`src/design/tag_mem_pkg.sv`:
```
// shared types and constants; banks hold 64 words of 16 bits, select only compares one code word
package tag_mem_pkg;

    localparam int WORD_BITS = 16;
    localparam int ADDR_BITS = 6;
    localparam int NUM_BANKS = 3;
    localparam int BIT_CNT_BITS = $clog2(WORD_BITS + 1);

    typedef logic [WORD_BITS-1:0] word_t;
    typedef logic [ADDR_BITS-1:0] addr_t;
    typedef logic [1:0] bank_t;

    // bank index doubles as its mem_sel bit
    localparam bank_t BANK_EPC = 2'd0;
    localparam bank_t BANK_S1 = 2'd1;
    localparam bank_t BANK_S2 = 2'd2;

    typedef enum logic [1:0] {CMD_NONE, CMD_SELECT, CMD_WRITE, CMD_READ} cmd_t;
    typedef enum logic [1:0] {JOB_IDLE, JOB_WRITE, JOB_READ} job_t;

    localparam addr_t CODE_WORD_ADDR = 6'd2;
    localparam logic [2:0] TARGET_SL = 3'd4;

    typedef enum logic [1:0] {KEEP, SET, CLEAR, TOGGLE} sel_effect_t;

    // flag effect by action, matching and non-matching tags
    localparam sel_effect_t SEL_MATCH_TBL [8] = '{SET, SET, KEEP, TOGGLE, CLEAR, CLEAR, KEEP, KEEP};
    localparam sel_effect_t SEL_MISS_TBL [8] = '{CLEAR, KEEP, CLEAR, KEEP, SET, KEEP, SET, TOGGLE};

    function automatic logic apply_effect(sel_effect_t effect, logic flag);
        case (effect)
            SET: return 1'b1;
            CLEAR: return 1'b0;
            TOGGLE: return ~flag;
            KEEP: return flag;
            default: return flag;
        endcase
    endfunction

endpackage

```
`src/design/bank_if.sv`:
```
// one instance per bank; only one bank may own the array port at a time
`timescale 1ns/1ps

interface bank_if;
    import tag_mem_pkg::*;

    // job from the decoder
    logic job_valid;
    job_t job;
    addr_t job_addr;
    addr_t job_count;
    word_t job_wdata;
    logic busy;
    logic wr_done;

    // array request
    logic pc_b;
    logic we;
    logic se;
    addr_t addr;
    word_t wdata;
    logic active;
    word_t rdata;

    // prefetched read word toward the serializer
    logic word_valid;
    word_t word;
    logic last;
    logic word_taken;

    modport bank (
        input job_valid, job, job_addr, job_count, job_wdata, rdata, word_taken,
        output busy, wr_done, pc_b, we, se, addr, wdata, active, word_valid, word, last
    );
    modport cmd (output job_valid, job, job_addr, job_count, job_wdata, input busy, wr_done);
    modport port (
        input pc_b, we, se, addr, wdata, active, word_valid, word, last,
        output rdata, word_taken
    );
endinterface

```
`src/design/cmd_decode.sv`:
```
// accepts one command or sensor sample while idle; writes only append, reads run high to low
`timescale 1ns/1ps

module cmd_decode (
    input logic clk,
    input logic reset,
    input logic packet_complete,
    input tag_mem_pkg::cmd_t cmd,
    input tag_mem_pkg::bank_t mem_bank,
    input tag_mem_pkg::addr_t word_ptr,
    input tag_mem_pkg::addr_t word_count,
    input tag_mem_pkg::word_t write_data,
    input logic [2:0] sel_target,
    input logic [2:0] sel_action,
    input tag_mem_pkg::word_t sel_mask,
    input logic sensor_ready,
    input tag_mem_pkg::bank_t sensor_id,
    input logic [7:0] adc_data,
    input logic [7:0] time_stamp,
    output logic inven_flag,
    output logic sl_flag,
    output logic [1:0] session,
    output logic busy,
    bank_if.cmd bus [tag_mem_pkg::NUM_BANKS]
);
    import tag_mem_pkg::*;

    logic [NUM_BANKS-1:0] valid_q;
    logic [NUM_BANKS-1:0] bank_busy;
    logic [NUM_BANKS-1:0] bank_wr_done;
    logic [NUM_BANKS-1:0] disp_sel;
    job_t disp_job;
    addr_t disp_addr;
    addr_t disp_count;
    word_t disp_wdata;
    job_t job_q;
    addr_t addr_q;
    addr_t count_q;
    word_t wdata_q;
    addr_t wr_ptr [NUM_BANKS];
    word_t code_q;
    logic pkt_ok;
    logic sns_ok;
    sel_effect_t effect;

    for (genvar g = 0; g < NUM_BANKS; g++) begin : g_bus
        assign bus[g].job_valid = valid_q[g];
        assign bus[g].job = job_q;
        assign bus[g].job_addr = addr_q;
        assign bus[g].job_count = count_q;
        assign bus[g].job_wdata = wdata_q;
        assign bank_busy[g] = bus[g].busy;
        assign bank_wr_done[g] = bus[g].wr_done;
    end

    assign busy = (|valid_q) | (|bank_busy);
    assign pkt_ok = packet_complete & ~busy;
    assign sns_ok = sensor_ready & ~busy & ~packet_complete
                    & (sensor_id == BANK_S1 || sensor_id == BANK_S2);
    assign effect = (sel_mask == code_q) ? SEL_MATCH_TBL[sel_action] : SEL_MISS_TBL[sel_action];

    always_comb begin
        disp_sel = '0;
        disp_job = JOB_IDLE;
        disp_addr = '0;
        disp_count = '0;
        disp_wdata = '0;
        if (pkt_ok) begin
            case (cmd)
                CMD_WRITE: if (mem_bank == BANK_EPC) begin
                    disp_sel[BANK_EPC] = 1'b1;
                    disp_job = JOB_WRITE;
                    disp_addr = wr_ptr[BANK_EPC];
                    disp_wdata = write_data;
                end
                CMD_READ: if (mem_bank <= BANK_S2 && word_count != '0) begin
                    disp_sel[mem_bank] = 1'b1;
                    disp_job = JOB_READ;
                    disp_addr = word_ptr + word_count - 1'b1; // top of range
                    disp_count = word_count;
                end
                CMD_SELECT, CMD_NONE: ; // select handled on the flags below
                default: ;
            endcase
        end else if (sns_ok) begin
            disp_sel[sensor_id] = 1'b1;
            disp_job = JOB_WRITE;
            disp_addr = wr_ptr[sensor_id];
            disp_wdata = {time_stamp, adc_data};
        end
    end

    always_ff @(posedge clk) begin
        if (reset) begin
            valid_q <= '0;
            inven_flag <= 1'b1;
            sl_flag <= 1'b1;
            session <= 2'd0;
            code_q <= '0;
            for (int i = 0; i < NUM_BANKS; i++) begin
                wr_ptr[i] <= '0;
            end
        end else begin
            valid_q <= disp_sel;
            for (int i = 0; i < NUM_BANKS; i++) begin
                if (bank_wr_done[i]) wr_ptr[i] <= wr_ptr[i] + 1'b1;
            end
            if (bank_wr_done[BANK_EPC] && wr_ptr[BANK_EPC] == CODE_WORD_ADDR)
                code_q <= wdata_q; // select compares against this word
            if (pkt_ok && cmd == CMD_SELECT && mem_bank == BANK_EPC) begin
                if (sel_target < TARGET_SL) begin
                    session <= sel_target[1:0];
                    inven_flag <= apply_effect(effect, inven_flag);
                end else if (sel_target == TARGET_SL) begin
                    sl_flag <= apply_effect(effect, sl_flag);
                end
            end
        end
    end

    always_ff @(posedge clk) begin
        if (|disp_sel) begin
            job_q <= disp_job;
            addr_q <= disp_addr;
            count_q <= disp_count;
            wdata_q <= disp_wdata;
        end
    end

    a_one_job: assert property (@(posedge clk) disable iff (reset) $onehot0(valid_q))
        else $error("Fail: more than one bank job at %0t", $time);

endmodule

```
`src/design/bank_ctrl.sv`:
```
// one word buffer per bank; the next read word is fetched only after the current one is taken
`timescale 1ns/1ps

module bank_ctrl (
    input logic clk,
    input logic reset,
    bank_if.bank b
);
    import tag_mem_pkg::*;

    typedef enum logic [2:0] {
        S_IDLE,
        S_W_PRE,
        S_W_DRIVE,
        S_W_DONE,
        S_R_PRE,
        S_R_SENSE,
        S_R_CAP,
        S_R_WAIT
    } state_t;

    state_t state;
    addr_t addr_q;
    addr_t rem_q;
    word_t wdata_q;
    word_t word_q;
    logic word_valid_q;
    logic last_q;

    always_ff @(posedge clk) begin
        if (reset) begin
            state <= S_IDLE;
            word_valid_q <= 1'b0;
        end else begin
            case (state)
                S_IDLE: if (b.job_valid) begin
                    if (b.job == JOB_WRITE) state <= S_W_PRE;
                    else if (b.job == JOB_READ) state <= S_R_PRE;
                end
                S_W_PRE: state <= S_W_DRIVE;
                S_W_DRIVE: state <= S_W_DONE;
                S_W_DONE: state <= S_IDLE;
                S_R_PRE: state <= S_R_SENSE;
                S_R_SENSE: state <= S_R_CAP;
                S_R_CAP: begin
                    state <= S_R_WAIT;
                    word_valid_q <= 1'b1;
                end
                S_R_WAIT: if (b.word_taken) begin
                    word_valid_q <= 1'b0;
                    state <= last_q ? S_IDLE : S_R_PRE; // prefetch next while shifting
                end
                default: state <= S_IDLE;
            endcase
        end
    end

    always_ff @(posedge clk) begin
        if (state == S_IDLE && b.job_valid) begin
            addr_q <= b.job_addr;
            rem_q <= b.job_count;
            wdata_q <= b.job_wdata;
        end else if (state == S_R_CAP) begin
            word_q <= b.rdata;
            last_q <= (rem_q == addr_t'(1));
            rem_q <= rem_q - 1'b1;
        end else if (state == S_R_WAIT && b.word_taken) begin
            addr_q <= addr_q - 1'b1; // descending order
        end
    end

    assign b.busy = (state != S_IDLE);
    assign b.wr_done = (state == S_W_DONE);
    assign b.pc_b = ~(state == S_W_PRE || state == S_R_PRE); // low during precharge
    assign b.we = (state == S_W_DRIVE || state == S_W_DONE);
    assign b.se = (state == S_R_SENSE || state == S_R_CAP);
    assign b.addr = addr_q;
    assign b.wdata = wdata_q;
    assign b.active = ~(state == S_IDLE || state == S_R_WAIT);
    assign b.word_valid = word_valid_q;
    assign b.word = word_q;
    assign b.last = last_q;

    a_we_se: assert property (@(posedge clk) disable iff (reset) !(b.we && b.se))
        else $error("Fail: we and se both high at %0t", $time);

    // decoder must hold jobs back while this bank works
    a_job_idle: assert property (@(posedge clk) disable iff (reset) b.job_valid |-> !b.busy)
        else $error("Fail: job sent to busy bank at %0t", $time);

endmodule

```
`src/design/array_port.sv`:
```
// relies on the decoder to keep banks from overlapping; idle pins hold pc_b high
`timescale 1ns/1ps

module array_port (
    input logic clk,
    input logic reset,
    bank_if.port bus [tag_mem_pkg::NUM_BANKS],
    input tag_mem_pkg::word_t mem_read_in,
    output tag_mem_pkg::word_t mem_data_out,
    output tag_mem_pkg::addr_t mem_address,
    output logic [tag_mem_pkg::NUM_BANKS-1:0] mem_sel,
    output logic pc_b,
    output logic we,
    output logic se,
    output logic rd_word_valid,
    output tag_mem_pkg::word_t rd_word,
    output logic rd_last,
    input logic rd_taken
);
    import tag_mem_pkg::*;

    logic [NUM_BANKS-1:0] act;
    logic [NUM_BANKS-1:0] req_pcb;
    logic [NUM_BANKS-1:0] req_we;
    logic [NUM_BANKS-1:0] req_se;
    logic [NUM_BANKS-1:0] wv;
    logic [NUM_BANKS-1:0] wl;
    addr_t req_addr [NUM_BANKS];
    word_t req_wdata [NUM_BANKS];
    word_t wword [NUM_BANKS];

    for (genvar g = 0; g < NUM_BANKS; g++) begin : g_tap
        assign act[g] = bus[g].active;
        assign req_pcb[g] = bus[g].pc_b;
        assign req_we[g] = bus[g].we;
        assign req_se[g] = bus[g].se;
        assign req_addr[g] = bus[g].addr;
        assign req_wdata[g] = bus[g].wdata;
        assign wv[g] = bus[g].word_valid;
        assign wl[g] = bus[g].last;
        assign wword[g] = bus[g].word;
        assign bus[g].rdata = mem_read_in; // every bank sees the sense data
        assign bus[g].word_taken = rd_taken & wv[g];
    end

    always_comb begin
        mem_sel = act; // bit index equals bank index
        pc_b = 1'b1;
        we = 1'b0;
        se = 1'b0;
        mem_address = '0;
        mem_data_out = '0;
        rd_word_valid = 1'b0;
        rd_word = '0;
        rd_last = 1'b0;
        for (int i = 0; i < NUM_BANKS; i++) begin
            if (act[i]) begin
                pc_b = req_pcb[i];
                we = req_we[i];
                se = req_se[i];
                mem_address = req_addr[i];
                mem_data_out = req_wdata[i];
            end
            if (wv[i]) begin
                rd_word_valid = 1'b1;
                rd_word = wword[i];
                rd_last = wl[i];
            end
        end
    end

    a_one_owner: assert property (@(posedge clk) disable iff (reset) $onehot0(act))
        else $error("Fail: two banks on the array port at %0t", $time);

endmodule

```
`src/design/tx_serializer.sv`:
```
// data_clk must stay high and low for at least one clk each; one bit per data_clk rise
`timescale 1ns/1ps

module tx_serializer (
    input logic clk,
    input logic reset,
    input logic data_clk,
    input logic rd_word_valid,
    input tag_mem_pkg::word_t rd_word,
    input logic rd_last,
    output logic rd_taken,
    output logic tx_bit,
    output logic tx_bit_valid,
    output logic tx_done
);
    import tag_mem_pkg::*;

    logic dclk_q;
    logic dclk_rise;
    logic [BIT_CNT_BITS-1:0] bits_left;
    word_t shreg;
    logic last_q;
    logic fin_q;

    assign dclk_rise = data_clk & ~dclk_q;
    assign rd_taken = rd_word_valid & (bits_left == '0); // load only when empty

    always_ff @(posedge clk) begin
        if (reset) begin
            dclk_q <= 1'b0;
            bits_left <= '0;
            tx_bit <= 1'b0;
            tx_bit_valid <= 1'b0;
            fin_q <= 1'b0;
            tx_done <= 1'b0;
        end else begin
            dclk_q <= data_clk;
            tx_bit_valid <= 1'b0;
            fin_q <= 1'b0;
            tx_done <= fin_q; // one clk after the final bit
            if (rd_taken) begin
                bits_left <= (BIT_CNT_BITS)'(WORD_BITS);
            end else if (dclk_rise && bits_left != '0) begin
                tx_bit <= shreg[WORD_BITS-1];
                tx_bit_valid <= 1'b1;
                bits_left <= bits_left - 1'b1;
                fin_q <= last_q && (bits_left == (BIT_CNT_BITS)'(1));
            end
        end
    end

    always_ff @(posedge clk) begin
        if (rd_taken) begin
            shreg <= rd_word;
            last_q <= rd_last;
        end else if (dclk_rise && bits_left != '0) begin
            shreg <= shreg << 1; // msb first
        end
    end

endmodule

```
`src/design/tag_mem_top.sv`:
```
// commands and sensor samples are ignored while busy; tx_done is a single clk pulse
`timescale 1ns/1ps

module tag_mem_top (
    input logic clk,
    input logic reset,
    input logic data_clk,
    input logic packet_complete,
    input tag_mem_pkg::cmd_t cmd,
    input tag_mem_pkg::bank_t mem_bank,
    input tag_mem_pkg::addr_t word_ptr,
    input tag_mem_pkg::addr_t word_count,
    input tag_mem_pkg::word_t write_data,
    input logic [2:0] sel_target,
    input logic [2:0] sel_action,
    input tag_mem_pkg::word_t sel_mask,
    input logic sensor_ready,
    input tag_mem_pkg::bank_t sensor_id,
    input logic [7:0] adc_data,
    input logic [7:0] time_stamp,
    input tag_mem_pkg::word_t mem_read_in,
    output tag_mem_pkg::word_t mem_data_out,
    output tag_mem_pkg::addr_t mem_address,
    output logic [tag_mem_pkg::NUM_BANKS-1:0] mem_sel,
    output logic pc_b,
    output logic we,
    output logic se,
    output logic inven_flag,
    output logic sl_flag,
    output logic [1:0] session,
    output logic busy,
    output logic tx_bit,
    output logic tx_bit_valid,
    output logic tx_done
);
    import tag_mem_pkg::*;

    bank_if bus [NUM_BANKS] ();

    logic rd_word_valid;
    word_t rd_word;
    logic rd_last;
    logic rd_taken;

    cmd_decode u_cmd (
        .clk, .reset, .packet_complete, .cmd, .mem_bank, .word_ptr, .word_count,
        .write_data, .sel_target, .sel_action, .sel_mask, .sensor_ready, .sensor_id,
        .adc_data, .time_stamp, .inven_flag, .sl_flag, .session, .busy, .bus(bus)
    );

    for (genvar g = 0; g < NUM_BANKS; g++) begin : g_bank
        bank_ctrl u_bank (.clk, .reset, .b(bus[g]));
    end

    array_port u_port (
        .clk, .reset, .bus(bus), .mem_read_in, .mem_data_out, .mem_address, .mem_sel,
        .pc_b, .we, .se, .rd_word_valid, .rd_word, .rd_last, .rd_taken
    );

    tx_serializer u_tx (
        .clk, .reset, .data_clk, .rd_word_valid, .rd_word, .rd_last, .rd_taken,
        .tx_bit, .tx_bit_valid, .tx_done
    );

endmodule

```
`config.mk`:
```
export PLATFORM = sky130hd
export DESIGN_NAME = tag_mem_top
export DESIGN_NICKNAME = d
export VERILOG_FILES = /design/src/design/tag_mem_pkg.sv /design/src/design/bank_if.sv /design/src/design/cmd_decode.sv /design/src/design/bank_ctrl.sv /design/src/design/array_port.sv /design/src/design/tx_serializer.sv /design/src/design/tag_mem_top.sv
export SDC_FILE = /design/constraint.sdc
export NUM_CORES = 1
export LEC_CHECK = 0
export BUFFER_PORTS_ARGS = -buffer_cell sky130_fd_sc_hd__buf_2
export CAP_MARGIN = 20
export CORE_ASPECT_RATIO = 1.4
export CORE_UTILIZATION = 50
export CTS_BUF_LIST = sky130_fd_sc_hd__clkbuf_8 sky130_fd_sc_hd__clkbuf_16
export CTS_CLUSTER_SIZE = 10
export DETAILED_ROUTE_END_ITERATION = 12
export GPL_TIMING_DRIVEN = 0
export PLACE_DENSITY = 0.7
export SLEW_MARGIN = 15
export SYNTH_ARGS = -nofsm -noshare
export SYNTH_HDL_FRONTEND = slang
export SYNTH_SLANG_ARGS = --single-unit
```
`constraint.sdc`:
```
create_clock -name clk -period 4.8 [get_ports clk]
set_clock_uncertainty 0.2 [all_clocks]
set_input_delay 0.96 -clock clk [delete_from_list [all_inputs] [get_ports clk]]
set_output_delay 0.96 -clock clk [all_outputs]
set_load 0.02 [all_outputs]
```
==> results.txt, run 1 <==
----------------------------------------------------
[Logic synthesis]
  Number of flops mapped to enable cells by yosys ... 200
  Count of warnings emitted by yosys ... 0
  Gate count of the mapped netlist ... 998
  Total standard cell area after synthesis ... 0.01138 mm2
  Seq/Total Area, Yosys ... 0.6069
  Mean cell area of the mapped netlist ... 11.40 um2
  Most frequently used flop master after synthesis ... edfxtp_1
  Async SR Flop Fraction ... 0
  Count of cell types in the netlist ... 59
  Synthesized flop and latch total ... 245
  Net count after synthesis ... 1,122

[Layout]
  Fraction of layout instances using a drive strength above 1 ... 0.1661
  Total of fill cells in the finished design ... 1,860
  Number of standard cells in the final layout excluding fillers ... 1,477
  Area growth from synthesis to final layout ... 16.45%
  Ant diodes ... 0
  Number of nets in the finished design ... 1,282

[Setup path]
  Biggest cell delay along the critical path ... 380 ps
  Delay-heaviest family, CP ... buffers and inverters
  Data arrival time of the worst path ... 2870 ps
  CP Launch Type ... flip-flop
  Largest fanout of any net on the critical path ... 10
  Kind of critical path ... flip-flop to output port
  Cell count of the worst reg-to-reg path ... 10
  Logic depth of the worst path, buffers included ... 9
  Worst path cell trace ... buf_2 -> nand2_2 -> inv_1 -> a21oi_1 -> nor2b_1 -> buf_2 -> a221oi_1 -> nor2_1 -> buf_2
  Reg-to-reg critical path endpoint ... u_cmd.bus[0].job_wdata[2]
  Cell repeated most along the worst path ... buf_2
  Slowest-stage cell, CP ... nor2b_1
  Buf+Inv Stages, Crit Path ... 4
  Critical Path RT ... 3640 ps
  Register-to-register setup slack ... 1610 ps
  CP endpoint kind ... output port
  Reg-to-Reg Start ... g_bank[2].u_bank.state[1]

[Clock network]
  CTS Sinks ... 245
  CTS tree ... done
  Hold-fix buffers, CTS ... 0
  Clk root buf ... clkbuf_16
  Resized cells post-CTS ... 0
  H-tree Lvls ... 1
  Cts bufs inserted ... 28
  Max Buffers Root-to-Sink ... 3
  Post-CTS setup buffer count ... 0
  Clk_lat worst skew ... 540 ps
  Clock-pin slew reported for the worst setup and hold paths after clock tree synthesis ... 50 ps

[Die]
  Number of standard-cell rows in the floorplan ... 64
  Die Y ... 180.5 um
  Boundary pin count ... 129
  Width of the die ... 129.5 um
  Effective utilization at floorplan ... 0.5149
  Die area ... 0.02337 mm2
  Area of the core region ... 0.02210 mm2

[Timing]
  Worst hold slack across all endpoints ... 231.3 ps
  Actual slew at the worst max-slew pin ... 931.0 ps
  Setup repair after global routing missed its margin ... no
  Final setup violation count ... 0
  Setup TNS ... 0 ps
  Worst-case headroom to the max-slew limit ... 0.3728
  Clock period minus final worst setup slack ... 4027 ps
  Achievable frequency ... 248.4 MHz
  Final Max Slew Viols ... 0
  Portion of the clock cycle consumed by the worst path in the final layout ... 0.8389
  Final Hold Vio Count ... 0

[Hold path]
  Class of the tightest hold or removal check ... flip-flop to flip-flop
  Hold Crit Depth ... 1
  End of the worst hold path ... u_tx.tx_done
  Min-delay src ... u_tx.fin_q

[Pwr]
  Pwr per Cell Area ... 373.8 mW/mm2
  Static Leakage ... 0.005059 uW
  Sum of internal, switching and leakage power ... 4954 uW
  Peak supply drop ... 0.2618 mV

[Flow run]
  Max Cap Violations ... 0

[Placement]
  GPL Wtd Cong ... 0.8989
  Half-perimeter wire length of the detailed placement result ... 18.49 mm
  Placed Cells incl. Taps ... 1,424
  Total of buffers placed on input and output ports ... 128

[Routing]
  Post-detailed-route count of antenna-violating nets ... 0
  Met1 Wirelength ... 10.34 mm
  Number of iterations in the first detailed-routing pass ... 5
  Total met3 wirelength after detailed routing ... 1.301 mm
  DRT iter0 DRCs ... 456
  Vias after detailed routing ... 8,015
  Routed wire per std cell ... 17.37 um
  Per-cell via count in the routed design ... 5.427
  Highest metal layer used by the detailed router ... met4
  Number of DRC violations after detailed routing ... 0
  Total detailed-routing wirelength ... 25.66 mm
  Met2 wire length ... 13.28 mm

[Global route]
  Initial antenna violation count ... 0
  Remaining global-route overflow ... 0
  All-Layer GR Usage ... 0.2249
  Vias in the first global route ... 7,892
  Wire length of the first global-routing pass ... 40.66 mm
  Largest net degree at the start of global routing ... 26

[Run status]
  Run status ... complete, no violations

----------------------------------------------------
## metrics by stage
step / area, um2 / utilization / setup WS [ps]
final: 13250 / 0.5996 / 773.4
after global routing: 13250 / 0.5996 / 668.1
after CTS: 13240 / 0.5992 / 763.0
after detailed placement: 12410 / 0.5613 / 806.6
after global placement: 12390 / 0.5607 / 231.9
after floorplan: 11380 / - / 991.4
## report_power, final
group | internal, uW | switching (uW)
registers | 2440 | 71.3
clock network | 1080 | 805
logic | 203 | 350
## synthesized netlist by cell type (22+ instances only)
| master | number | area share |
|---|---|---|
| dfxtp_1 | 45 | 0.079 |
| ha_1 | 30 | 0.033 |
| nor2_1 | 149 | 0.049 |
| edfxtp_1 | 200 | 0.53 |
| nor3_1 | 22 | 0.0097 |
| xnor2_1 | 47 | 0.036 |
| clkbuf_1 | 34 | 0.011 |
| mux2i_1 | 25 | 0.022 |
| o21ai_0 | 50 | 0.022 |
| a21oi_1 | 60 | 0.026 |
| nand2_1 | 84 | 0.028 |
| inv_1 | 52 | 0.017 |
| a221oi_1 | 22 | 0.017 |
## per-layer routing
| metal | global-route usage | vias up |
|---|---|---|
| met5 | 0 | - |
| met4 | 0.08326 | 0 |
| met3 | 0.03029 | 48 |
| met2 | 0.4026 | 238 |
| met1 | 0.2719 | 3811 |
| li1 | - | 3918 |
## flip-flops by register name (all words and copies together) (netlist names), 16 cells and up
register               count
u_cmd.code_q              16
g_bank.u_bank.b.word      48
g_bank.u_bank.b.addr      18
u_cmd.bus.job_wdata       16
u_cmd.wr_ptr              18
u_tx.shreg                16
g_bank.u_bank.b.wdata     48
g_bank.u_bank.rem_q       18
## worst max path at each step
stage / startpoint / end
finish: g_bank[1].u_bank.state[0] / mem_data_out[15]
global route: g_bank[1].u_bank.state[0] / mem_data_out[5]
CTS: g_bank[1].u_bank.state[0] / mem_data_out[1]
detailed placement: sensor_id[0] / u_cmd.bus[0].job_wdata[12]
global placement: sensor_id[0] / u_cmd.bus[0].job_wdata[12]
floorplan: sensor_id[0] / u_cmd.bus[0].job[0]
## worst reg2reg max path: stages, from the launching register on
cell	delay [ps]
dfxtp_1	300
buf_6	130
nor3_4	270
and4_4	310
inv_2	50
nor3b_2	300
and2_1	170
buf_4	170
a2bb2oi_1	100
nand4_1	580
buf_6	280
## layout make-up
cell class              instances  area (um2)  area share
repair buffers                130       659.4     0.04976
well taps                     297       371.6     0.02804
clock inverters                23       112.6    0.008498
inverters                      53       198.9     0.01501
clock buffers                  29       725.7     0.05476
multi-input cells             649        4035      0.3045
plain buffers                  51       241.5     0.01822
flip-flops and latches        245        6907      0.5212
## cell usage in the layout, fill, tap and decap left out, types with 3 or more instances in the layout
| cell type | count |
|---|---|
| edfxtp_1 | 200 |
| nor2_1 | 149 |
| buf_2 | 136 |
| nand2_1 | 84 |
| inv_1 | 74 |
| a21oi_1 | 60 |
| o21ai_0 | 50 |
| xnor2_1 | 47 |
| dfxtp_1 | 45 |
| clkbuf_1 | 32 |
| ha_1 | 30 |
| clkbuf_16 | 29 |
| mux2i_1 | 25 |
| nor3_1 | 22 |
| a221oi_1 | 22 |
| a22oi_1 | 21 |
| xor2_1 | 17 |
| a22o_1 | 17 |
| nand3_1 | 10 |
| o22ai_1 | 7 |
| nand4_1 | 7 |
| nor3b_1 | 6 |
| a211oi_1 | 6 |
| nand2b_1 | 5 |
| nor2b_1 | 5 |
| buf_4 | 5 |
| a31oi_1 | 5 |
| nand3b_1 | 4 |
| buf_6 | 4 |
| and2_1 | 4 |
| a21o_1 | 4 |
| nor4b_2 | 3 |
| nor4_1 | 3 |
| o21bai_1 | 3 |
| and3_1 | 3 |
## cell families (layout without fill, tap and decap cells)
family	after synthesis	count (layout)	synth area share
AO/OA/AOI/OAI	203	203	0.1138
AND/OR/NAND/NOR	326	326	0.1348
adder cells (fa/ha/maj)	31	31	0.03474
buffers and inverters	104	286	0.03848
multiplexers	25	25	0.02199
flip-flops	245	245	0.6069
XOR/XNOR	64	64	0.04926
(Power assumes the default switching activity.)
==> run 2, diff against run 1 <==
--- a/config.mk
+++ b/config.mk
@@ -5,6 +5,7 @@
 export SDC_FILE = /design/constraint.sdc
 export NUM_CORES = 1
 export LEC_CHECK = 0
+export ABC_AREA = 1
 export BUFFER_PORTS_ARGS = -buffer_cell sky130_fd_sc_hd__buf_2
 export CAP_MARGIN = 20
 export CORE_ASPECT_RATIO = 1.4
@@ -13,7 +14,7 @@
 export CTS_CLUSTER_SIZE = 10
 export DETAILED_ROUTE_END_ITERATION = 12
 export GPL_TIMING_DRIVEN = 0
-export PLACE_DENSITY = 0.7
+export PLACE_DENSITY = 0.72
 export SLEW_MARGIN = 15
 export SYNTH_ARGS = -nofsm -noshare
 export SYNTH_HDL_FRONTEND = slang
==> constraint.sdc (replaced) <==
create_clock -name clk -period 3.5 [get_ports clk]
set_clock_uncertainty 0.2 [all_clocks]
set_input_delay 0.7 -clock clk [delete_from_list [all_inputs] [get_ports clk]]
set_output_delay 0.7 -clock clk [all_outputs]
set_load 0.02 [all_outputs]
==> run 2 against run 1 <==
Final cell count is 11% higher. Register-to-register slack worse by 860 ps. Combinational power is 30% higher. Global-route usage increased by 0.24 points. Routed wire length is 7.5% higher. Sequential share of layout area down 1.6 points. Clock power rose by 36%. Synthesized cell count up 15%. Setup slack got worse by 590 ps. Power rose by 36%. Largest cell class unchanged.
==> results.txt, run 2 <==
----------------------------------------------------
[Routing]
  Number of DRC violations after detailed routing ... 0 (unchanged)
  Total met3 wirelength after detailed routing ... 1.351 mm (was 1.301 mm)
  Number of iterations in the first detailed-routing pass ... 5 (unchanged)
  Total detailed-routing wirelength ... 27.59 mm (was 25.66 mm)
  DRT iter0 DRCs ... 599 (was 456)
  Vias after detailed routing ... 8,815 (was 8,015)
  Met2 wire length ... 14.12 mm (was 13.28 mm)
  Per-cell via count in the routed design ... 5.372 (was 5.427)
  Highest metal layer used by the detailed router ... met4 (unchanged)
  Met1 Wirelength ... 10.63 mm (was 10.34 mm)
  Post-detailed-route count of antenna-violating nets ... 0 (unchanged)
  Routed wire per std cell ... 16.81 um (was 17.37 um)

[Timing]
  Setup TNS ... 0 ps (unchanged)
  Final setup violation count ... 0 (unchanged)
  Actual slew at the worst max-slew pin ... 1026 ps (was 931.0 ps)
  Setup repair after global routing missed its margin ... no (unchanged)
  Final Hold Vio Count ... 0 (unchanged)
  Clock period minus final worst setup slack ... 3316 ps
  Setup slack of the critical path after layout ... 183.9 ps (was 773.4 ps)
  Worst-case headroom to the max-slew limit ... 0.3086 (was 0.3728)
  Final Max Slew Viols ... 0 (unchanged)
  Achievable frequency ... 301.6 MHz
  Portion of the clock cycle consumed by the worst path in the final layout ... 0.9475

[Die]
  Width of the die ... 131.6 um (was 129.5 um)
  Number of standard-cell rows in the floorplan ... 66 (was 64)
  Effective utilization at floorplan ... 0.5082 (was 0.5149)
  Die Y ... 183.4 um (was 180.5 um)
  Die area ... 0.02413 mm2 (was 0.02337 mm2)
  Boundary pin count ... 129 (unchanged)
  Area of the core region ... 0.02312 mm2 (was 0.02210 mm2)

[Logic synthesis]
  Yosys top cell area share ... 0.5111 (was 0.5278)
  Async SR Flop Fraction ... 0 (unchanged)
  Gate count of the mapped netlist ... 1,144 (was 998)
  Share of cell area taken by muxes after synthesis ... 0 (was 0.02199)
  Mean cell area of the mapped netlist ... 10.27 um2 (was 11.40 um2)
  Number of flops mapped to enable cells by yosys ... 200 (unchanged)
  Dominant combinational cell family by area after synthesis ... simple AND/OR/NAND/NOR gates (unchanged)
  Commonest cells in the netlist ... nand2_1, edfxtp_1, inv_1 (was edfxtp_1, nor2_1, nand2_1)
  Count of cell types in the netlist ... 53 (was 59)
  Synthesized flop and latch total ... 245 (unchanged)
  Post-Synth Simple-Gate Area ... 0.1530 (was 0.1348)
  Count leader, synth ... nand2_1 (was edfxtp_1)
  Cells taking the most area after synthesis ... edfxtp_1, dfxtp_1, nand2_1 (was edfxtp_1, dfxtp_1, nor2_1)
  Seq/Total Area, Yosys ... 0.5877 (was 0.6069)
  Library cell occupying the most area in the post-synthesis netlist ... edfxtp_1 (unchanged)
  Most frequently used flop master after synthesis ... edfxtp_1 (unchanged)
  Share of the synthesized netlist area taken by xor and xnor gates ... 0.02534 (was 0.04926)
  Complex-gate fraction of the synthesized area ... 0.1348 (was 0.1138)
  Total standard cell area after synthesis ... 0.01175 mm2 (was 0.01138 mm2)
  Synth Area in Adders ... 0.03365 (was 0.03474)
  Count of warnings emitted by yosys ... 0 (unchanged)
  Net count after synthesis ... 1,268 (was 1,122)

[Pwr]
  Sum of internal, switching and leakage power ... 6731 uW (was 4954 uW)
  Reported net switching power ... 1656 uW (was 1226 uW)
  Internal ... 5075 uW (was 3727 uW)
  Sequential share of power ... 0.511 (was 0.507)
  Pwr per Cell Area ... 492.0 mW/mm2 (was 373.8 mW/mm2)
  Clock group share of total power ... 0.382 (was 0.381)
  Peak supply drop ... 0.5671 mV (was 0.2618 mV)
  Portion of total power attributed to combinational logic ... 0.107 (was 0.112)
  Fraction of power spent switching nets ... 0.2460 (was 0.2475)
  Static Leakage ... 0.005411 uW (was 0.005059 uW)

[Clock network]
  Max Buffers Root-to-Sink ... 3 (unchanged)
  Cts bufs inserted ... 28 (unchanged)
  Resized cells post-CTS ... 0 (unchanged)
  CTS Sinks ... 245 (unchanged)
  H-tree Lvls ... 1 (unchanged)
  Clk_lat worst skew ... 530 ps (was 540 ps)
  Post-CTS setup buffer count ... 0 (unchanged)
  Clk root buf ... clkbuf_16 (unchanged)
  Clock-pin slew reported for the worst setup and hold paths after clock tree synthesis ... 60 ps (was 50 ps)
  CTS tree ... done (unchanged)
  Hold-fix buffers, CTS ... 0 (unchanged)

[Layout]
  Post-route core utilization ... 0.5916 (was 0.5996)
  Number of nets in the finished design ... 1,433 (was 1,282)
  Total of fill cells in the finished design ... 1,960 (was 1,860)
  Most used cells in the layout excluding fill and tap cells ... nand2_1, edfxtp_1, inv_1 (was edfxtp_1, nor2_1, buf_2)
  Commonest non-fill, non-tap cell in the layout ... nand2_1 (was edfxtp_1)
  Number of standard cells in the final layout excluding fillers ... 1,641 (was 1,477)
  Fraction of layout instances using a drive strength above 1 ... 0.1946 (was 0.1661)
  Area growth from synthesis to final layout ... 16.41% (was 16.45%)
  Area of the multi-input gates ... 0.004095 mm2 (was 0.004035 mm2)
  Seq. cell area ... 0.006907 mm2 (unchanged)

[Global route]
  Largest net degree at the start of global routing ... 31 (was 26)
  Initial antenna violation count ... 1 (was 0)
  All-Layer GR Usage ... 0.2273 (was 0.2249)
  Vias in the first global route ... 8,460 (was 7,892)
  Remaining global-route overflow ... 0 (unchanged)
  Wire length of the first global-routing pass ... 42.54 mm (was 40.66 mm)

[Placement]
  GPL Wtd Cong ... 0.8894 (was 0.8989)
  Dpl ws ... 19.24 ps (was 806.6 ps)
  Total of buffers placed on input and output ports ... 128 (unchanged)
  Placed Cells incl. Taps ... 1,584 (was 1,424)
  Half-perimeter wire length of the detailed placement result ... 20.45 mm (was 18.49 mm)

[Flow run]
  Max Cap Violations ... 0 (unchanged)

[Hold path]
  Class of the tightest hold or removal check ... input pin to flip-flop (was flip-flop to flip-flop)

[Setup path]
  Data arrival time of the worst path ... 2420 ps (was 2870 ps)
  Largest fanout of any net on the critical path ... 10 (unchanged)
  Kind of critical path ... flip-flop to output port (unchanged)
  CP endpoint kind ... output port (unchanged)
  CP Launch Type ... flip-flop (unchanged)
  Critical Path RT ... 2600 ps (was 3640 ps)

[Run status]
  Run status ... complete, no violations (unchanged)

----------------------------------------------------
## run 2: cell types whose count changed in the layout (fill, tap and decap cells not counted), sizes merged, moves of 9 or more
cell,change
nand2,+138
inv,+87
o21ai,+72
nor2,-33
xnor2,-27
mux2i,-25
clkbuf,-22
a31oi,+21
a22oi,-19
buf,+17
a22o,-16
a32o,+16
a21oi,-11
nand3,+9
## run 2: path summary, 6_finish.rpt
path | from | to | slack (ps) | depth (start not counted)
worst min register to register | u_tx.fin_q | u_tx.tx_done | 200 | 2
worst min-delay path | mem_read_in[5] | g_bank[1].u_bank.b.word[5] | 170 | 1
worst max-delay path | g_bank[0].u_bank.state[2] | mem_address[3] | 180 | 8
worst max register to register | g_bank[0].u_bank.state[2] | u_cmd.bus[0].job_wdata[8] | 750 | 7
## run 2: cell families (layout without fill, tap and decap cells)
group,after synthesis,in the layout
buffers and inverters,182,369
xor gates and xnor gates,34,34
and+or+nand+nor,399,399
adders and majority gates,31,31
AOI/OAI and AO/OA,253,253
DFF,245,245
other,0,4
## run 2: layout make-up
| class | instances | share of cell area |
|---|---|---|
| Inverter | 141 | 0.03933 |
| Clock buffer | 29 | 0.05305 |
| Timing Repair Buffer | 135 | 0.05131 |
| Antenna cell | 4 | 0.0007317 |
| Clock inverter | 23 | 0.006403 |
| Tap cell | 306 | 0.02799 |
| Buffer | 41 | 0.01692 |
| Multi-Input combinational cell | 717 | 0.2994 |
| Sequential cell | 245 | 0.5049 |
## run 2: critical path: stages (launching register included)
cell and delay (ps):
dfxtp_1 500, inv_2 160, nand2_4 160, inv_4 60, nor3_4 310, buf_6 200, nand2_1 70, a31oi_1 210
buf_2 210
## run 2: per-stage QoR
step	hold WS (ps)	instance area (um2)
2_1_floorplan	188.3	11750
3_3_place_gp	192.6	12770
3_5_place_dp	199.5	12850
4_1_cts	153.8	13660
5_1_grt	155.3	13670
6_report	169.4	13680
## run 2: power by group through the flow
stage                     clock [uW]  combinational, uW  sequential (uW)
after floorplan                    0                465             3480
after global placement             0                697             3500
after detailed placement           0                715             3500
after CTS                       2600                720             3440
after global routing            2710                797             3450
final                           2570                719             3440
## run 2: routing by layer
layer  up-vias  global-route usage
met4         0              0.1288
met3        92             0.02653
li1       4288                   -
met5         -                   0
met2       287              0.4140
met1      4148              0.2578
==> run 3, diff against run 2 <==
--- a/config.mk
+++ b/config.mk
@@ -9,12 +9,14 @@
 export BUFFER_PORTS_ARGS = -buffer_cell sky130_fd_sc_hd__buf_2
 export CAP_MARGIN = 20
 export CORE_ASPECT_RATIO = 1.4
-export CORE_UTILIZATION = 50
+export CORE_UTILIZATION = 53
 export CTS_BUF_LIST = sky130_fd_sc_hd__clkbuf_8 sky130_fd_sc_hd__clkbuf_16
+export CTS_CLUSTER_DIAMETER = 60
 export CTS_CLUSTER_SIZE = 10
 export DETAILED_ROUTE_END_ITERATION = 12
 export GPL_TIMING_DRIVEN = 0
-export PLACE_DENSITY = 0.72
+export HOLD_SLACK_MARGIN = 0.05
+export PLACE_DENSITY = 0.76
 export SLEW_MARGIN = 15
 export SYNTH_ARGS = -nofsm -noshare
 export SYNTH_HDL_FRONTEND = slang
==> run 3 against run 2 <==
Worst hold slack gained 1.7 ps. Routed wire length hardly changed. First-iteration DRC count rose by 39%. Clock-buffer cell count stayed put. Fmax grew 0.33%. Core utilization grew 3.5 points. Sequential power hardly changed. Register-to-register slack worse by 50 ps. Global-route usage rose by 1.7 points. Non-clock buffer count unchanged.
==> results.txt, run 3 (same netlist as run 2, synthesis figures left out) <==
----------------------------------------------------
[Run status]
  Run status ... complete, no violations (unchanged)

[Routing]
  DRT iter0 DRCs ... 830 (was 599)
  Routed wire per std cell ... 16.95 um (was 16.81 um)
  Per-cell via count in the routed design ... 5.492 (was 5.372)
  Number of DRC violations after detailed routing ... 0 (unchanged)
  Vias after detailed routing ... 8,936 (was 8,815)
  Number of iterations in the first detailed-routing pass ... 8 (was 5)
  Post-detailed-route count of antenna-violating nets ... 0 (unchanged)
  Total detailed-routing wirelength ... 27.58 mm (was 27.59 mm)

[Pwr]
  Reported net switching power ... 1645 uW (was 1656 uW)
  Peak supply drop ... 0.5420 mV (was 0.5671 mV)
  Static Leakage ... 0.005402 uW (was 0.005411 uW)
  Portion of total power attributed to combinational logic ... 0.108 (was 0.107)
  Fraction of power spent switching nets ... 0.2448 (was 0.2460)
  Clock group share of total power ... 0.380 (was 0.382)
  Sequential share of power ... 0.512 (was 0.511)
  Sum of internal, switching and leakage power ... 6719 uW (was 6731 uW)
  Internal ... 5075 uW (about the same)
  Pwr per Cell Area ... 492.0 mW/mm2 (about the same)

[Placement]
  Total of buffers placed on input and output ports ... 128 (unchanged)
  GPL Wtd Cong ... 0.8692 (was 0.8894)
  Dpl ws ... -11.16 ps (was 19.24 ps)
  Half-perimeter wire length of the detailed placement result ... 20.21 mm (was 20.45 mm)

[Global route]
  Remaining global-route overflow ... 0 (unchanged)
  Largest net degree at the start of global routing ... 31 (unchanged)
  Wire length of the first global-routing pass ... 42.68 mm (was 42.54 mm)
  All-Layer GR Usage ... 0.2439 (was 0.2273)
  Vias in the first global route ... 8,570 (was 8,460)
  Initial antenna violation count ... 0 (was 1)

[Setup path]
  CP Launch Type ... flip-flop (unchanged)
  Register-to-register setup slack ... 700 ps (was 750 ps)
  CP endpoint kind ... output port (unchanged)
  Worst path cell trace ... inv_2 -> nand2_1 -> nor2_1 -> nor2_2 -> inv_2 -> clkbuf_4 -> a31oi_1 -> buf_2 (was inv_2 -> nand2_4 -> inv_4 -> nor3_4 -> buf_6 -> nand2_1 -> a31oi_1 -> buf_2)
  Slowest-stage cell, CP ... dfxtp_1 (unchanged)
  Biggest cell delay along the critical path ... 420 ps (was 500 ps)
  Critical Path RT ... 2600 ps (about the same)
  Buf+Inv Stages, Crit Path ... 4 (unchanged)
  Data arrival time of the worst path ... 2410 ps (was 2420 ps)
  Largest fanout of any net on the critical path ... 10 (unchanged)
  Cell repeated most along the worst path ... inv_2
  Reg-to-Reg Start ... g_bank[0].u_bank.state[2] (unchanged)
  Reg-to-reg critical path endpoint ... u_cmd.bus[0].job_wdata[13] (was u_cmd.bus[0].job_wdata[8])
  Kind of critical path ... flip-flop to output port (unchanged)
  Cell count of the worst reg-to-reg path ... 7 (unchanged)
  Delay-heaviest family, CP ... buffers and inverters (unchanged)

[Timing]
  Portion of the clock cycle consumed by the worst path in the final layout ... 0.9444 (was 0.9475)
  Achievable frequency ... 302.5 MHz (was 301.6 MHz)
  Setup slack of the critical path after layout ... 194.7 ps (was 183.9 ps)
  Actual slew at the worst max-slew pin ... 1075 ps (was 1026 ps)
  Final Max Slew Viols ... 0 (unchanged)
  Clock period minus final worst setup slack ... 3305 ps (was 3316 ps)
  Worst-case headroom to the max-slew limit ... 0.2755 (was 0.3086)
  Setup repair after global routing missed its margin ... no (unchanged)
  Final setup violation count ... 0 (unchanged)
  Final Hold Vio Count ... 0 (unchanged)

[Clock network]
  Hold-fix buffers, CTS ... 0 (unchanged)
  Clk root buf ... clkbuf_16 (unchanged)
  Cts bufs inserted ... 28 (unchanged)
  CTS tree ... done (unchanged)
  H-tree Lvls ... 1 (unchanged)
  CTS Sinks ... 245 (unchanged)
  Max Buffers Root-to-Sink ... 3 (unchanged)
  Clk_lat worst skew ... 520 ps (was 530 ps)
  Clock-pin slew reported for the worst setup and hold paths after clock tree synthesis ... 50 ps (was 60 ps)

[Hold path]
  Hold Crit Depth ... 1 (unchanged)
  End of the worst hold path ... g_bank[0].u_bank.b.word[4] (was g_bank[1].u_bank.b.word[5])
  Class of the tightest hold or removal check ... input pin to flip-flop (unchanged)
  Min-delay src ... mem_read_in[4] (was mem_read_in[5])

[Layout]
  Most used cells in the layout excluding fill and tap cells ... nand2_1, edfxtp_1, inv_1 (unchanged)
  Total of fill cells in the finished design ... 1,762 (was 1,960)
  Fraction of layout instances using a drive strength above 1 ... 0.1949 (was 0.1946)
  Area of the multi-input gates ... 0.004095 mm2 (unchanged)
  Commonest non-fill, non-tap cell in the layout ... nand2_1 (unchanged)
  Seq. cell area ... 0.006907 mm2 (unchanged)
  Area growth from synthesis to final layout ... 16.22% (was 16.41%)
  Number of nets in the finished design ... 1,433 (unchanged)

[Die]
  Width of the die ... 127.8 um (was 131.6 um)
  Die Y ... 178.2 um (was 183.4 um)
  Area of the core region ... 0.02178 mm2 (was 0.02312 mm2)
  Boundary pin count ... 129 (unchanged)
  Die area ... 0.02278 mm2 (was 0.02413 mm2)
  Effective utilization at floorplan ... 0.5395 (was 0.5082)
  Number of standard-cell rows in the floorplan ... 64 (was 66)

[Flow run]
  Max Cap Violations ... 0 (unchanged)

----------------------------------------------------
[run 3: cell count changes in the layout (fill, tap and decap cells not counted), sizes merged]
cell | previous run | this run
inv | 162 | 161
diode | 4 | 1
clkbuf | 41 | 43
buf | 164 | 162
clkinv | 2 | 1
[run 3: how the worst max path moves through the flow]
stage                                          from                         end  slack [ps]  cells past startpoint
after floorplan                        sensor_id[0]         u_cmd.bus[0].job[0]         240                      7
after global placement                 sensor_id[0]  u_cmd.bus[0].job_wdata[11]        -520                      8
after detailed placement               sensor_id[0]  u_cmd.bus[0].job_wdata[13]         -10                      8
after CTS                 g_bank[0].u_bank.state[2]              mem_address[3]         220                      8
after global routing      g_bank[2].u_bank.state[0]              mem_address[4]          40                      8
final                     g_bank[2].u_bank.state[2]            mem_data_out[15]         190                      8
[run 3: cell type report]
| class | instances | area share |
|---|---|---|
| clock inverter | 21 | 0.005955 |
| tap | 297 | 0.02721 |
| buffer | 41 | 0.01713 |
| clock buffer | 29 | 0.05314 |
| sequential | 245 | 0.5057 |
| antenna | 1 | 0.0001832 |
| timing repair buffer | 135 | 0.05140 |
| multi-input combinational | 717 | 0.2999 |
| inverter | 141 | 0.03940 |
[run 3: power groups by stage]
| stage | combinational (uW) | clock, uW | sequential (uW) |
|---|---|---|---|
| detailed placement | 716 | 0 | 3500 |
| global route | 801 | 2710 | 3460 |
| global placement | 694 | 0 | 3490 |
| CTS | 722 | 2580 | 3440 |
| floorplan | 465 | 0 | 3480 |
| finish | 723 | 2560 | 3440 |
[run 3: timing repair]
| item | CTS | global route |
|---|---|---|
| resized for setup | 0 | 1 |
| endpoints found under the setup margin | 0 | 1 |
| buffers inserted | 0 | 0 |
[run 3: stage by stage]
| stage | setup TNS (ps) | cells | utilization | cell area [um2] | hold WS, ps |
|---|---|---|---|---|---|
| after global routing | 0 | 1626 | 0.6269 | 13650 | 158.7 |
| after floorplan | 0 | 1144 | - | 11750 | 188.3 |
| after CTS | 0 | 1625 | 0.6266 | 13650 | 155.2 |
| after detailed placement | -272.5 | 1575 | 0.5895 | 12840 | 198.3 |
| after global placement | -20590 | 1569 | 0.5860 | 12760 | 194.0 |
| final | 0 | 1627 | 0.6270 | 13660 | 171.1 |
[run 3: routing by layer]
layer  track usage  vias to the layer above  wire length (um)
met3       0.04019                       73              1649
met2        0.4413                      338             14150
met5             0                        -                 0
met1        0.2814                     4236             10720
met4        0.1108                        0              1062
li1              -                     4289                 -
